==> config.mk <==
export PLATFORM = sky130hd
export DESIGN_NAME = sys_top
export DESIGN_NICKNAME = d
export VERILOG_FILES = /design/src/sys_pkg.sv /design/src/sys_ifs.sv /design/src/ar_window.sv /design/src/cfg_regs.sv /design/src/host_link.sv /design/src/sys_top.sv /design/src/umuldiv.sv
export SDC_FILE = /design/constraint.sdc
export NUM_CORES = 1
export LEC_CHECK = 0
export BUFFER_PORTS_ARGS = -buffer_cell sky130_fd_sc_hd__buf_4
export CORE_MARGIN = 2
export CORE_UTILIZATION = 39
export CTS_CLUSTER_SIZE = 40
export DETAILED_ROUTE_END_ITERATION = 10
export MAX_ROUTING_LAYER = met4
export PLACE_DENSITY = 0.53
export SLEW_MARGIN = 30
export SYNTH_ARGS = -nofsm -noshare
export SYNTH_HDL_FRONTEND = slang
export SYNTH_HIERARCHICAL = 1
export SYNTH_SLANG_ARGS = --single-unit
==> constraint.sdc <==
create_clock -name clk_sys -period 9.2 [get_ports clk_sys]
set_input_delay 0.92 -clock clk_sys [delete_from_list [all_inputs] [get_ports clk_sys]]
set_output_delay 0.92 -clock clk_sys [all_outputs]
set_load 0.01 [all_outputs]
==> src/sys_pkg.sv <==
package sys_pkg;

	//////////////////////////////
	// widths with a meaning
	//////////////////////////////

	// screen coordinate or size in pixels or lines
	typedef logic [11:0] coord_t;

	// aspect component, bit 12 flags an absolute size
	typedef logic [12:0] ar_t;

	// host data word
	typedef logic [15:0] io_word_t;

	// host command code
	typedef logic [7:0] cmd_t;

	//////////////////////////////
	// host command codes
	//////////////////////////////

	localparam cmd_t CMD_VIDEO = 8'h20;
	localparam cmd_t CMD_LED   = 8'h25;
	localparam cmd_t CMD_VSET  = 8'h27;
	localparam cmd_t CMD_HSET  = 8'h37;
	localparam cmd_t CMD_ARC   = 8'h3A;

	// video size after reset
	localparam coord_t DEF_WIDTH  = 12'd1920;
	localparam coord_t DEF_HEIGHT = 12'd1080;

	// cycles of one window pass, divider time not included
	localparam int AR_PASS_MAX = 64;

	// window calculator states
	typedef enum logic [2:0] {
		IDLE, MUL_W, WAIT_W, MUL_H, WAIT_H, CLAMP, CENTER
	} ar_state_t;

endpackage

==> src/sys_ifs.sv <==
`timescale 1ns/1ps

// video configuration from the register block to the window calculator
interface video_cfg_if import sys_pkg::*; ();

	coord_t width;
	coord_t height;
	coord_t vset;
	coord_t hset;
	logic   freescale;
	ar_t    arc1x;
	ar_t    arc1y;
	ar_t    arc2x;
	ar_t    arc2y;

	modport cfg (
		output width, height, vset, hset, freescale,
		output arc1x, arc1y, arc2x, arc2y
	);

	modport calc (
		input width, height, vset, hset, freescale,
		input arc1x, arc1y, arc2x, arc2y
	);

endinterface

// request and result of the serial multiply-divide
interface muldiv_if import sys_pkg::*; ();

	logic   start;
	coord_t mul1;
	coord_t mul2;
	coord_t div;
	logic   busy;
	coord_t result;

	modport master (output start, mul1, mul2, div, input busy, result);
	modport slave (input start, mul1, mul2, div, output busy, result);

endinterface

==> src/ar_window.sv <==
`timescale 1ns/1ps

module ar_window import sys_pkg::*; (
	input  logic        clk_sys,
	input  logic        resetd,
	input  ar_t         i_arx,
	input  ar_t         i_ary,
	video_cfg_if.calc   cfg,
	muldiv_if.master    md,
	output coord_t      o_hmin,
	output coord_t      o_hmax,
	output coord_t      o_vmin,
	output coord_t      o_vmax
);

	ar_state_t state;
	ar_t       sel_x, sel_y;
	coord_t    th, tw;
	coord_t    rx, ry;
	logic      rabs;
	logic      direct;
	coord_t    w, h;
	coord_t    vw, vh;
	coord_t    hoff, voff;

	// ary of 0 picks a custom ratio by index in arx
	always_comb begin
		sel_x = i_arx;
		sel_y = i_ary;
		if (i_ary == '0) begin
			case (i_arx)
				13'd1: begin
					sel_x = cfg.arc1x;
					sel_y = cfg.arc1y;
				end
				13'd2: begin
					sel_x = cfg.arc2x;
					sel_y = cfg.arc2y;
				end
				default: begin
					sel_x = '0;
					sel_y = '0;
				end
			endcase
		end
	end

	// fill the whole target, no ratio to keep
	assign direct = cfg.freescale || (rx == '0) || (ry == '0);

	assign hoff = (cfg.width - vw) >> 1;
	assign voff = (cfg.height - vh) >> 1;

	//////////////////////////////
	// datapath
	//////////////////////////////

	always_ff @(posedge clk_sys) begin
		th   <= (cfg.vset != '0 && cfg.vset < cfg.height) ? cfg.vset : cfg.height;
		tw   <= (cfg.hset != '0 && cfg.hset < cfg.width) ? cfg.hset : cfg.width;
		rx   <= sel_x[11:0];
		ry   <= sel_y[11:0];
		rabs <= sel_x[12] | sel_y[12];
		case (state)
			IDLE: begin
				if (direct) begin
					w <= tw;
					h <= th;
				end else if (rabs) begin
					w <= rx;
					h <= ry;
				end
			end
			MUL_W: begin
				md.mul1 <= th;
				md.mul2 <= rx;
				md.div  <= ry;
			end
			WAIT_W: w <= md.result;
			MUL_H: begin
				md.mul1 <= tw;
				md.mul2 <= ry;
				md.div  <= rx;
			end
			WAIT_H: h <= md.result;
			CLAMP: begin
				vw <= (w > tw) ? tw : w;
				vh <= (h > th) ? th : h;
			end
			default: ;
		endcase
	end

	//////////////////////////////
	// pass sequencing
	//////////////////////////////

	always_ff @(posedge clk_sys) begin
		if (resetd) begin
			state    <= IDLE;
			md.start <= 1'b0;
			o_hmin   <= '0;
			o_hmax   <= '0;
			o_vmin   <= '0;
			o_vmax   <= '0;
		end else begin
			md.start <= 1'b0;
			case (state)
				IDLE: state <= (direct || rabs) ? CLAMP : MUL_W;
				MUL_W: begin
					md.start <= 1'b1;
					state    <= WAIT_W;
				end
				// start still high on the first wait cycle
				WAIT_W: if (!md.start && !md.busy) state <= MUL_H;
				MUL_H: begin
					md.start <= 1'b1;
					state    <= WAIT_H;
				end
				WAIT_H: if (!md.start && !md.busy) state <= CLAMP;
				CLAMP: state <= CENTER;
				CENTER: begin
					o_hmin <= hoff;
					o_hmax <= hoff + vw - 12'd1;
					o_vmin <= voff;
					o_vmax <= voff + vh - 12'd1;
					state  <= IDLE;
				end
				default: state <= IDLE;
			endcase
		end
	end

endmodule

==> src/cfg_regs.sv <==
`timescale 1ns/1ps

module cfg_regs import sys_pkg::*; #(
	parameter coord_t DEF_W = DEF_WIDTH,
	parameter coord_t DEF_H = DEF_HEIGHT
) (
	input  logic          clk_sys,
	input  logic          resetd,
	input  logic          i_frame,
	input  logic          i_word_stb,
	input  io_word_t      i_word,
	input  logic [7:0]    i_led_status,
	output logic [7:0]    o_led,
	video_cfg_if.cfg      cfg
);

	logic       has_cmd;
	cmd_t       cmd;
	logic [7:0] cnt;
	logic [7:0] led_overtake;
	logic [7:0] led_state;

	//////////////////////////////
	// command decode
	//////////////////////////////

	always_ff @(posedge clk_sys) begin
		if (resetd) begin
			has_cmd       <= 1'b0;
			cmd           <= '0;
			cnt           <= '0;
			cfg.width     <= DEF_W;
			cfg.height    <= DEF_H;
			cfg.vset      <= '0;
			cfg.hset      <= '0;
			cfg.freescale <= 1'b0;
			cfg.arc1x     <= '0;
			cfg.arc1y     <= '0;
			cfg.arc2x     <= '0;
			cfg.arc2y     <= '0;
			led_overtake  <= '0;
			led_state     <= '0;
		end else if (!i_frame) begin
			// frame closed, next word is a command again
			has_cmd <= 1'b0;
			cmd     <= '0;
		end else if (i_word_stb) begin
			if (!has_cmd) begin
				has_cmd <= 1'b1;
				cmd     <= i_word[7:0];
				cnt     <= '0;
			end else begin
				cnt <= cnt + 8'd1;
				case (cmd)
					CMD_VIDEO: begin
						// only width and height matter here, timings are skipped
						if (cnt == 8'd0) begin
							cfg.width <= i_word[11:0];
						end
						if (cnt == 8'd4) begin
							cfg.height <= i_word[11:0];
						end
					end
					CMD_LED: begin
						led_overtake <= i_word[15:8];
						led_state    <= i_word[7:0];
					end
					CMD_VSET: begin
						cfg.vset <= i_word[11:0];
					end
					CMD_HSET: begin
						cfg.freescale <= i_word[15];
						cfg.hset      <= i_word[11:0];
					end
					CMD_ARC: begin
						case (cnt)
							8'd0: cfg.arc1x <= i_word[12:0];
							8'd1: cfg.arc1y <= i_word[12:0];
							8'd2: cfg.arc2x <= i_word[12:0];
							8'd3: cfg.arc2y <= i_word[12:0];
							default: ;
						endcase
					end
					default: ;
				endcase
			end
		end
	end

	//////////////////////////////
	// main board leds
	//////////////////////////////

	// host owns the masked bits, core status shows through the rest
	assign o_led = (led_overtake & led_state) | (~led_overtake & i_led_status);

endmodule

==> src/host_link.sv <==
`timescale 1ns/1ps

module host_link import sys_pkg::*; (
	input  logic     clk_sys,
	input  logic     resetd,
	input  logic     i_req,
	input  io_word_t i_din,
	output logic     o_ack,
	output logic     o_word_stb,
	output io_word_t o_word
);

	logic req_q;
	logic take;

	// new request seen while the previous one is fully closed
	assign take = req_q & ~o_ack;

	always_ff @(posedge clk_sys) begin
		if (resetd) begin
			req_q      <= 1'b0;
			o_ack      <= 1'b0;
			o_word_stb <= 1'b0;
		end else begin
			req_q      <= i_req;
			o_word_stb <= 1'b0;
			if (take) begin
				o_ack      <= 1'b1;
				o_word_stb <= 1'b1;
			end else if (!req_q && o_ack) begin
				// host has let go, close the handshake
				o_ack <= 1'b0;
			end
		end
	end

	// data is stable while req is high
	always_ff @(posedge clk_sys) begin
		if (take) begin
			o_word <= i_din;
		end
	end

endmodule

==> src/sys_top.sv <==
`timescale 1ns/1ps

module sys_top import sys_pkg::*; #(
	parameter coord_t DEF_W = DEF_WIDTH,
	parameter coord_t DEF_H = DEF_HEIGHT
) (
	input  logic       clk_sys,
	input  logic       resetd,
	input  logic       i_io_req,
	input  logic       i_io_frame,
	input  io_word_t   i_io_din,
	output logic       o_io_ack,
	input  ar_t        i_arx,
	input  ar_t        i_ary,
	input  logic [7:0] i_led_status,
	output logic [7:0] o_led,
	output coord_t     o_hmin,
	output coord_t     o_hmax,
	output coord_t     o_vmin,
	output coord_t     o_vmax
);

	logic     word_stb;
	io_word_t word;

	video_cfg_if u_vcfg ();
	muldiv_if    u_md ();

	//////////////////////////////
	// host side
	//////////////////////////////

	host_link u_link (
		.clk_sys    (clk_sys),
		.resetd     (resetd),
		.i_req      (i_io_req),
		.i_din      (i_io_din),
		.o_ack      (o_io_ack),
		.o_word_stb (word_stb),
		.o_word     (word)
	);

	cfg_regs #(
		.DEF_W (DEF_W),
		.DEF_H (DEF_H)
	) u_regs (
		.clk_sys      (clk_sys),
		.resetd       (resetd),
		.i_frame      (i_io_frame),
		.i_word_stb   (word_stb),
		.i_word       (word),
		.i_led_status (i_led_status),
		.o_led        (o_led),
		.cfg          (u_vcfg.cfg)
	);

	//////////////////////////////
	// window calculation
	//////////////////////////////

	ar_window u_win (
		.clk_sys (clk_sys),
		.resetd  (resetd),
		.i_arx   (i_arx),
		.i_ary   (i_ary),
		.cfg     (u_vcfg.calc),
		.md      (u_md.master),
		.o_hmin  (o_hmin),
		.o_hmax  (o_hmax),
		.o_vmin  (o_vmin),
		.o_vmax  (o_vmax)
	);

	umuldiv #(
		.W ($bits(coord_t))
	) u_muldiv (
		.clk_sys (clk_sys),
		.resetd  (resetd),
		.md      (u_md.slave)
	);

endmodule

==> src/umuldiv.sv <==
`timescale 1ns/1ps

module umuldiv import sys_pkg::*; #(
	parameter int W = 12
) (
	input  logic     clk_sys,
	input  logic     resetd,
	muldiv_if.slave  md
);

	localparam int CW = $clog2(2 * W);

	typedef enum logic [1:0] {MD_IDLE, MD_MUL, MD_DIV} md_state_t;

	md_state_t      state;
	logic [CW-1:0]  cnt;
	logic [W-1:0]   mcand;
	logic [W-1:0]   dvs;
	// product during multiply and then dividend and quotient
	logic [2*W-1:0] prod;
	logic [W-1:0]   rem;
	logic [W:0]     psum;
	logic [W:0]     rem_sh;

	assign psum   = {1'b0, prod[2*W-1:W]} + {1'b0, mcand};
	assign rem_sh = {rem, prod[2*W-1]};

	assign md.busy   = (state != MD_IDLE);
	// a zero divisor always subtracts so the quotient comes out all ones
	assign md.result = prod[W-1:0];

	always_ff @(posedge clk_sys) begin
		if (resetd) begin
			state <= MD_IDLE;
			cnt   <= '0;
		end else begin
			case (state)
				MD_IDLE: if (md.start) begin
					state <= MD_MUL;
					cnt   <= '0;
				end
				MD_MUL: begin
					cnt <= cnt + 1'b1;
					if (cnt == CW'(W - 1)) begin
						state <= MD_DIV;
						cnt   <= '0;
					end
				end
				MD_DIV: begin
					cnt <= cnt + 1'b1;
					if (cnt == CW'(2 * W - 1)) state <= MD_IDLE;
				end
				default: state <= MD_IDLE;
			endcase
		end
	end

	always_ff @(posedge clk_sys) begin
		case (state)
			MD_IDLE: if (md.start) begin
				mcand <= md.mul1;
				dvs   <= md.div;
				prod  <= {{W{1'b0}}, md.mul2};
			end
			MD_MUL: begin
				// shift-add with the multiplier bits leaving at the bottom
				prod <= prod[0] ? {psum, prod[W-1:1]} : {1'b0, prod[2*W-1:1]};
				rem  <= '0;
			end
			MD_DIV: begin
				if (rem_sh >= {1'b0, dvs}) begin
					rem  <= W'(rem_sh - {1'b0, dvs});
					prod <= {prod[2*W-2:0], 1'b1};
				end else begin
					rem  <= rem_sh[W-1:0];
					prod <= {prod[2*W-2:0], 1'b0};
				end
			end
			default: ;
		endcase
	end

endmodule
==> metrics.txt, run 1 <==
CTS-repair resized insts 0; fmax roughly 260 MHz; hold slack between 0.4 and 0.5 ns; nets@finish 2303; synth cell count leaders dfxtp_1 (243), nand2_1 (174), edfxtp_1 (160); minimum clock period ~3.8 ns; die height 235 um; Routed Antenna Nets 0; endpoint class of the critical path register; CTS hold repair buffers 0; num rows 84; mux cell area share after synthesis a little over a tenth; crit path max fanout 7; reg2reg path depth 14; Clock Tree Buf Depth 3; vias in the first global route 14700; area fraction of the dominant cell type after synthesis between 20% and 30%; Synth area leader dfxtp_1; WL/cell between 15 and 20 um; GP Congestion between 0.8 and 0.9; Syn Area/Cell between 10 and 15 um2; final setup fails 0; post-synthesis instance area 0.0208 mm2; largest cells by area after synthesis dfxtp_1 (23%), edfxtp_1 (23%), ha_1 (8.6%); yosys warns 6; Final Max Tran Viols 0; postcts setup bufs 0; die area approximately 0.055 mm2; area share of fa/ha/maj cells after synthesis under 10%; combinational power share around 28%; gr usage total around a fifth; Final period util 41.4%; Clock Pin Slew Worst Setup and Hold Paths ~0.06 ns; Async SR Flop Fraction 0%; Compound-Gate Fraction of Synth Area around an eighth; largest family of logic cells by synthesized area simple AND/OR/NAND/NOR gates; P_sw between 1500 and 2000 uW; DRC Markers 0; Flop pwr share slightly below 40%; final setup skew around 0.023 ns; Starting Density about two fifths; Final Hold Violating Endpoints 0; xor-xnor portion of the synthesized cell area under 10%; Slew headroom 42.0%; Pwr Density 252 mW/mm2; largest net degree at the start of global routing around 110; Synth-to-Final Area Change 14.5%; 1st-iter DRT viols around 800; Post-Synth Simple-Gate Area around 14%; CTS tree done; drt pass-1 iters 5; critical path class reg -> reg; Sw Ratio 31.8%; Static Leak roughly 0.0097 uW; Top FF cell, synth dfxtp_1; hold path depth 0; Crit path arrival time roughly 4.3 ns; routed via count 15000; Die Width about 230 um; worst reg2reg setup slack 5.39 ns; first-pass GRT wire length around 84000 um; CP Launch Type register; status complete, no violations; Clk pwr share between 30% and 40%; Worst EP required between 9 and 10 ns; class of the worst hold path reg -> reg; initial antenna violation count 1; routed wire length 54100 um; IO Pins 111; TNS Setup 0 ns; H-tree depth 2; CTS Root Cell clkbuf_16; Worst-Margin Slew around 0.87 ns; Syn Inst Count 2024; clock sink total 403; area of the core roughly 0.053 mm2; most frequent cell after synthesis dfxtp_1; unique cell type count in the Yosys netlist 85; layout cells sized above 1 between 10% and 20%; FF+latch count, synth ~400; Power Internal between 4000 and 5000 uW; Core Util, Final a little under half; max-cap violation count 0; TritonCTS buffer count 48; RSZ-0062 raised after global routing false; register area share after synthesis between 40% and 50%; DR vias/cell 5.29; worst-skew pair later-pin latency 0.58 ns; dpl hpwl between 30000 and 40000 um; total congestion overflow 0; Max IR drop VDD between 0.00015 and 0.0002 V; number of synthesized flops with an enable pin 160; # port buffers between 100 and 150
-- power groups by stage --
stage                     Combinational, uW  Clock, uW  Sequential (uW)
after floorplan                        1330          0             2310
after global placement                 1630          0             2410
after detailed placement               1670          0             2410
after CTS                              1680       2030             2370
after global routing                   1870       2110             2400
final                                  1660       1980             2370
-- path summary, 6_finish.rpt --
path                                     startpoint              end
worst min register to register      u_win/md.div[5]  u_muldiv/dvs[5]
worst max-delay path            u_regs/cfg.width[0]  u_win/o_hmax[8]
worst min-delay path                u_win/md.div[5]  u_muldiv/dvs[5]
worst max register to register  u_regs/cfg.width[0]  u_win/o_hmax[8]
-- worst max-delay path, cell delays in order (launching register included) --
cell and delay, ns:
dfxtp_1 0.33, nand2b_1 0.20, fa_1 0.43, a211oi_1 0.30, o21bai_1 0.12, a21oi_1 0.17, xor2_1 0.19, ha_1 0.26
inv_1 0.06, ha_1 0.28, and3_2 0.20, a211oi_1 0.42, a21oi_1 0.14, or3_1 0.33, a32o_1 0.27
-- state kept, by name, summed over array words and instances (netlist names), 13 cells and up --
name	cells
u_muldiv/prod	24
u_link/o_word	16
u_regs/cfg.arc1x	13
u_regs/cfg.arc1y	13
u_regs/cfg.arc2x	13
u_regs/cfg.arc2y	13
-- per-stage QoR --
stage	instance area, um2	setup WS [ns]	std cells	total power (uW)
3_5_place_dp	22200	5.42	2738	4070
4_1_cts	23800	5.38	2827	6080
3_3_place_gp	22100	5.50	2737	4040
5_1_grt	23800	5.14	2828	6380
2_1_floorplan	20800	5.73	2025	3640
6_report	23800	5.39	2828	6010
-- logic make-up after synthesis --
| family | count (synthesis) |
|---|---|
| AND/OR/NAND/NOR | 563 |
| flip-flops | 403 |
| AO/OA/AOI/OAI | 393 |
| buffers and inverters | 238 |
| multiplexers | 216 |
| adder cells (fa/ha/maj) | 150 |
| XOR/XNOR | 60 |
| other | 1 |
-- layer usage --
metal / part of all wire (%) / GRT usage (%)
met2: 48 / 32.5
met3: 4.9 / 3.70
met5: 0 / -
met4: 2.2 / 4.85
met1: 45 / 25.4
-- area by class of cell --
type                    instances  area (um2)
diodes                          1        2.50
clock buffers                  64        1370
clock inverters                25         287
fillers                      4949       28800
inverters                     138         518
multi-input cells            1384       10200
flip-flops and latches        403        9670
well taps                     688         861
repair buffers                125         946
-- cells in the final DEF (no fill, tap or decap), drive strengths merged, types with 95 or more instances in the layout --
cell / netlist / layout
a21oi: 117 / 117
buf: 45 / 125
dfxtp: 243 / 243
edfxtp: 160 / 160
ha: 143 / 143
inv: 138 / 142
mux2i: 131 / 131
nand2: 175 / 175
nor2: 123 / 123
o21ai: 95 / 95
Power figures use the tool's default switching activity.
==> run 2: changes to the inputs <==
--- a/config.mk
+++ b/config.mk
@@ -5,6 +5,7 @@
 export SDC_FILE = /design/constraint.sdc
 export NUM_CORES = 1
 export LEC_CHECK = 0
+export ABC_AREA = 1
 export BUFFER_PORTS_ARGS = -buffer_cell sky130_fd_sc_hd__buf_4
 export CORE_MARGIN = 2
 export CORE_UTILIZATION = 39
==> constraint.sdc (replaced) <==
create_clock -name clk_sys -period 3.9 [get_ports clk_sys]
set_input_delay 0.39 -clock clk_sys [delete_from_list [all_inputs] [get_ports clk_sys]]
set_output_delay 0.39 -clock clk_sys [all_outputs]
set_load 0.01 [all_outputs]
==> run 2 against run 1 <==
Net effect: register-to-register slack got worse by 4.6 ns; routed wire length rose by 14%; largest power group unchanged; sequential share of layout area fell by 3.7 points; setup slack got worse by 4.6 ns; worst hold slack got worse by 0.38 ns; clock skew fell by 0.0031 ns; clock power rose by 130%; via count rose by 32%; critical endpoint is now u_win/o_vmax[9]; final cell count rose by 43%; non-clock buffer count rose by 29.
==> metrics.txt, run 2 <==
Clock Pin Slew Worst Setup and Hold Paths 0.06 ns (about the same); final instance area 0.0262 mm2 (+9.9%); area of the core 0.0587 mm2 (+11%); area fraction of the dominant cell type after synthesis 21.2% (-2.2 points); nets@finish 3436 (+49%); pre-CTS setup slack 0.768 ns (-4.65 ns); num rows 89 (+6.0%); die area 0.0609 mm2 (+10%); total congestion overflow 0 (unchanged); TritonCTS buffer count 46 (-4.2%); dpl hpwl 45900 um (+17%); fmax 317 MHz (+21%); largest reg by FF count u_muldiv/prod; Final Hold Violating Endpoints 0 (unchanged); Pwr Density 549 mW/mm2 (+120%); Die Width 247 um (+5.0%); Slew headroom 41.1% (-0.92 points); layout cells sized above 1 7.89% (-7.8 points); CP peak stage delay 0.44 ns (about the same); CP Launch Type register; drt pass-1 iters 5 (unchanged); status complete, no violations; Final Max Tran Viols 0 (unchanged); largest cells by area after synthesis dfxtp_1 (21%), edfxtp_1 (21%), nand2_1 (13%); largest net degree at the start of global routing 74 (-31%); post-synthesis instance area 0.0230 mm2 (+11%); TNS Setup 0 ns (unchanged); FF+latch count, synth 403 (unchanged); vias in the first global route 18900 (+29%); DRC Markers 0 (unchanged); 1st-iter DRT viols 1515 (+91%); Starting Density 39.2% (-0.33 points); Antenna diodes 0 (-1); cell with the largest stage delay on the worst path fa_1; unique cell type count in the Yosys netlist 45 (-47%); Worst EP required 4.37 ns (-5.30 ns); critical path class reg -> reg; Syn Area/Cell 7.29 um2 (-29%); crit path cell chain inv_1 -> nand2_1 -> inv_1 -> fa_1 -> xor2_1 -> ha_1 -> inv_1 -> ha_1 -> inv_1 -> fa_1 -> inv_1 -> nand3_1 -> nand3_1 -> nand2_1 -> nand3_1 -> nand2_1 -> o21ai_0 -> inv_1; Clk pwr share 31.7% (-1.2 points); RSZ-0062 raised after global routing false; most frequent cell after synthesis nand2_1; crit path max fanout 4 (-3); Routed Antenna Nets 0 (unchanged); min setup slack post-route 0.744 ns (-4.64 ns); class of the worst hold path in -> reg; Sw Ratio 34.6% (+2.8 points); commonest non-fill, non-tap cell in the layout nand2_1; max FFs per register 24 (unchanged); postcts setup bufs 0 (unchanged); initial antenna violation count 0 (-1); gr usage total 20.8% (+0.90 points); placed cells 3931 (+44%); combinational power share 29.6% (+1.9 points); yosys warns 6 (unchanged); CTS tree done; multi-input logic area 0.0108 mm2 (+5.9%); CTS-repair resized insts 0 (unchanged); final setup fails 0 (unchanged); CTS hold repair buffers 27 (+27); Clock Tree Buf Depth 3 (unchanged); first-pass GRT wire length 98500 um (+17%); Max IR drop VDD 0.000337 V (+120%); number of fill cells 5921 (+20%); synth cell count leaders nand2_1 (788), inv_1 (504), nor2_1 (427); CTS Root Cell clkbuf_16; final setup skew 0.0203 ns (-0.00306 ns); max-cap violation count 0 (unchanged); Final period util 80.9% (+39 points); Flop pwr share 38.7% (-0.7 points); Post-Layout Cell Count 4043 (+43%); die height 247 um (+5.0%); P_sw 4980 uW (+160%); clock sink total 403 (unchanged); Crit path arrival time 3.63 ns (-0.65 ns); routed wire length 61700 um (+14%); Seq. cell area 0.00967 mm2 (unchanged); IO Pins 111 (unchanged); biggest regs u_muldiv/prod: 24 flops, u_link/o_word: 16 flops; cell mode on critical path inv_1; crit-path leading delay family adder cells; routed via count 19800 (+32%); register area share after synthesis 42.1% (-4.4 points); H-tree depth 2 (unchanged); GP Congestion 0.956 (+7.0%); WL/cell 15.3 um (-20%); # port buffers 108 (unchanged); Post-Place Cell Area 0.0243 mm2 (+9.6%); Static Leak 0.0123 uW (+26%); Async SR Flop Fraction 0% (unchanged); Synth-to-Final Area Change 13.9%; number of synthesized flops with an enable pin 160 (unchanged); endpoint class of the critical path register; Synth area leader dfxtp_1; Buf/Inv on CP 6 (+5); Power Internal 9390 uW (+130%); most frequent cells in the layout nand2_1 (788), inv_1 (503), nor2_1 (425), dfxtp_1 (243), nand3_1 (207); Worst-Margin Slew 0.883 ns (+0.0139 ns); worst-skew pair later-pin latency 0.59 ns (about the same); minimum clock period 3.16 ns (-0.657 ns); Syn Inst Count 3155 (+56%); Top FF cell, synth dfxtp_1; DR vias/cell 4.90 (-7.4%)
run 2: cell types whose count changed in the layout (fill, tap and decap cells not counted), sizes merged, moves of 39 or more:
cell    change
nor2b      -39
nor2      +322
nand3     +187
mux2i     -131
nand2     +623
o21ai      +39
mux2       -85
nand2b     -93
nand4      +98
a22oi      -45
inv       +372
run 2: cell families (layout without fill, tap and decap cells):
| group | Yosys count | after routing | synth area share [%] |
|---|---|---|---|
| other | 1 | 2 | 0.0163 |
| DFF | 403 | 403 | 42.1 |
| xor gates and xnor gates | 27 | 27 | 1.03 |
| AOI/OAI and AO/OA | 308 | 308 | 7.11 |
| adders and majority gates | 149 | 149 | 8.30 |
| buffers and inverters | 640 | 754 | 11.3 |
| and+or+nand+nor | 1627 | 1627 | 30.2 |
run 2: power by group through the flow:
stage / Combinational, uW / Clock, uW / Sequential (uW)
2_1_floorplan: 3270 / 0 / 5480
3_3_place_gp: 4150 / 0 / 5640
3_5_place_dp: 4200 / 0 / 5650
6_report: 4250 / 4560 / 5560
5_1_grt: 4860 / 4840 / 5630
4_1_cts: 4250 / 4690 / 5570
run 2: layout make-up:
type                            instances  area share, %
Sequential cell                       403           36.9
Inverter                              515           7.38
Tap cell                              773           3.69
Clock inverter                         16          0.587
Clock buffer                           69           5.56
Timing Repair Buffer                  154           4.77
Multi-Input combinational cell       2113           41.1
run 2: metal layers:
layer / GRT usage, % / routed length (um) / vias up
met2: 34.4 / 29000 / 395
met4: 6.24 / 1790 / 0
met5: - / 0 / -
li1: - / - / 10200
met1: 26.3 / 28400 / 9088
met3: 2.81 / 2520 / 123
run 2: stage by stage:
| step | hold WS [ns] | util (%) | power (uW) |
|---|---|---|---|
| final | 0.0341 | 44.6 | 14400 |
| after global routing | 0.0145 | 44.6 | 15300 |
| after CTS | 0.00140 | 44.6 | 14500 |
| after detailed placement | 0.405 | 41.4 | 9850 |
| after global placement | 0.405 | 41.4 | 9800 |
| after floorplan | 0.400 | - | 8760 |
run 2: final timing paths:
path | to | cells after the start | from | slack [ns]
worst max-delay path | u_win/o_vmax[9] | 18 | u_regs/cfg.height[0] | 0.74
worst min-delay path | u_win/rabs | 2 | i_ary[12] | 0.03
worst min register to register | u_muldiv/dvs[0] | 0 | u_win/md.div[0] | 0.42
worst max register to register | u_win/o_vmax[9] | 18 | u_regs/cfg.height[0] | 0.74
==> run 3: changes to the inputs <==
==> constraint.sdc (replaced) <==
create_clock -name clk_sys -period 3.09 [get_ports clk_sys]
set_input_delay 0.309 -clock clk_sys [delete_from_list [all_inputs] [get_ports clk_sys]]
set_output_delay 0.309 -clock clk_sys [all_outputs]
set_load 0.01 [all_outputs]
==> run 3 against run 2 <==
Net effect: routed wire length up 5.3%; worst hold slack improved by 0.27 ns; first-iteration DRC count shrank 23%; combinational power is 39% higher; utilization grew 1.7 points; highest routed layer unchanged.
==> metrics.txt, run 3 (synthesis results as in run 2) <==
biggest regs u_muldiv/prod: 24 flops, u_link/o_word: 16 flops; Worst EP required 3.58 ns (-0.79 ns); Core Util, Final 46.3% (+1.7 points); Slew headroom 36.7% (-4.4 points); min setup slack post-route 0.153 ns (-0.591 ns); CTS tree done; CP Launch Type register; CTS Root Cell clkbuf_16; reg2reg path depth 17 (-1); TritonCTS buffer count 47 (+2.2%); total congestion overflow 0 (unchanged); Final Hold Violating Endpoints 0 (unchanged); Buf/Inv on CP 5 (-1); Max IR drop VDD 0.000418 V (+24%); R2R Path End u_win/o_hmax[7]; class of the worst hold path in -> reg; met3 GRT Util 2.24% (-0.58 points); GP Congestion 0.927 (-3.0%); Starting Density 39.2% (unchanged); H-tree depth 2 (unchanged); IO Pins 111 (unchanged); most frequent cells in the layout nand2_1 (777), inv_1 (495), nor2_1 (420), dfxtp_1 (242), nand3_1 (204); nets@finish 3520 (+2.4%); WL/cell 15.7 um (+3.1%); Seq. cell area 0.00967 mm2 (about the same); hold path depth 5 (+3); multi-input logic area 0.0112 mm2 (+4.0%); pre-CTS setup slack -0.194 ns (-0.962 ns); met2 Use GR 36.3% (+1.9 points); status complete, no violations; # port buffers 108 (unchanged); DR vias/cell 4.89 (-0.25%); R2R Path Start u_win/vw[0]; endpoint class of the critical path register; initial antenna violation count 0 (unchanged); vias in the first global route 19200 (+1.8%); Clock Tree Buf Depth 3 (unchanged); max FFs per register 24 (unchanged); cell mode on critical path inv_1; area of the core 0.0587 mm2 (unchanged); fmax 341 MHz (+7.5%); hold wc startpoint i_arx[12]; die area 0.0609 mm2 (unchanged); die height 247 um (unchanged); crit path cell chain nand2_2 -> fa_2 -> xor2_2 -> inv_1 -> ha_1 -> inv_1 -> ha_2 -> inv_1 -> fa_2 -> inv_2 -> nand3_1 -> nand3_2 -> nand2_1 -> nand3_1 -> nand3_1 -> nand2_1 -> inv_1; Die Width 247 um (unchanged); hold path endpoint u_win/ry[3]; largest reg by FF count u_muldiv/prod; max-cap violation count 0 (unchanged); commonest non-fill, non-tap cell in the layout nand2_1; CP peak stage delay 0.41 ns (-0.03 ns); crit-path leading delay family adder cells; routed via count 20200 (+1.8%); critical path class reg -> reg; clock sink total 403 (unchanged); cell with the largest stage delay on the worst path edfxtp_1; DRC Markers 0 (unchanged); gr usage total 21.9% (+1.2 points); Worst-Margin Slew 0.946 ns (+0.0626 ns); RSZ-0062 raised after global routing true; layout cells sized above 1 12.0% (+4.1 points); Final Max Tran Viols 0 (unchanged); TNS Setup 0 ns (unchanged); Synth-to-Final Area Change 18.2%; Final period util 95.0% (+14 points); largest net degree at the start of global routing 74 (unchanged); final setup skew 0.0176 ns (-0.00267 ns); first-pass GRT wire length 103000 um (+4.3%); Crit path arrival time 3.42 ns (-0.21 ns); worst reg2reg setup slack 0.15 ns (-0.59 ns); GR peak layer met2; Static Leak 0.0126 uW (+2.9%); M1 GR Usage 28.2% (+1.9 points); Pwr Density 674 mW/mm2 (+23%); num rows 89 (unchanged); drt pass-1 iters 5 (unchanged); final setup fails 0 (unchanged); crit path max fanout 3 (-1); dpl hpwl 48300 um (+5.3%); minimum clock period 2.94 ns (-0.219 ns); worst-skew pair later-pin latency 0.59 ns (about the same); 1st-iter DRT viols 1167 (-23%); routed wire length 65000 um (+5.3%); Clock Pin Slew Worst Setup and Hold Paths 0.07 ns (about the same); hold slack 0.305 ns (+0.271 ns); Routed Antenna Nets 0 (unchanged); Antenna diodes 0 (unchanged); number of fill cells 5889 (-0.54%)
-- run 3: stage by stage --
| step | instances | area [um2] | power [uW] |
|---|---|---|---|
| floorplan | 3156 | 23000 | 11100 |
| global placement | 3992 | 24700 | 12700 |
| detailed placement | 3992 | 24700 | 12700 |
| CTS | 4124 | 26700 | 18300 |
| global route | 4127 | 27200 | 19600 |
| finish | 4127 | 27200 | 18300 |
-- run 3: routing by layer --
metal,vias to the layer above,share of wire [%]
met5,-,0
met4,0,2.7
met3,100,3.7
met2,397,47
met1,9295,46
li1,10400,-
-- run 3: report_power, final --
group	switching (uW)	internal, uW
logic	3760	2150
registers	456	6510
clock network	2310	3130
-- run 3: worst max path at each step --
stage	cells after the start	to	startpoint
6_report	17	u_win/o_hmax[7]	u_win/vw[0]
5_1_grt	20	u_win/o_vmax[11]	u_win/vh[0]
4_1_cts	17	u_win/o_hmax[7]	u_win/vw[2]
3_5_place_dp	17	u_win/o_hmax[7]	u_win/vw[0]
3_3_place_gp	17	u_win/o_hmax[7]	u_win/vw[0]
2_1_floorplan	20	u_win/o_vmax[11]	u_win/vh[0]
-- run 3: layout make-up --
cell class | count | share of cell area (%)
Tap cell | 773 | 3.56
Clock buffer | 64 | 5.05
Multi-Input combinational cell | 2113 | 41.2
Timing Repair Buffer | 237 | 7.00
Inverter | 515 | 7.11
Sequential cell | 403 | 35.6
Clock inverter | 22 | 0.502
-- run 3: timing repair --
action,in CTS,in global routing
gates resized for setup,8,79
hold endpoints to repair,46,0
setup endpoints to repair,6,16
hold buffers,45,0
gates cloned,0,0
pin swaps,2,7
setup buffers,1,3
-- run 3: worst reg2reg max path, delay by kind of cell (launching register included) --
kind	cells	cell delay, ns
adder cells (fa/ha/maj)	4	1.24
AND/OR/NAND/NOR	7	0.71
flip-flops	1	0.41
buffers and inverters	5	0.34
XOR/XNOR	1	0.19
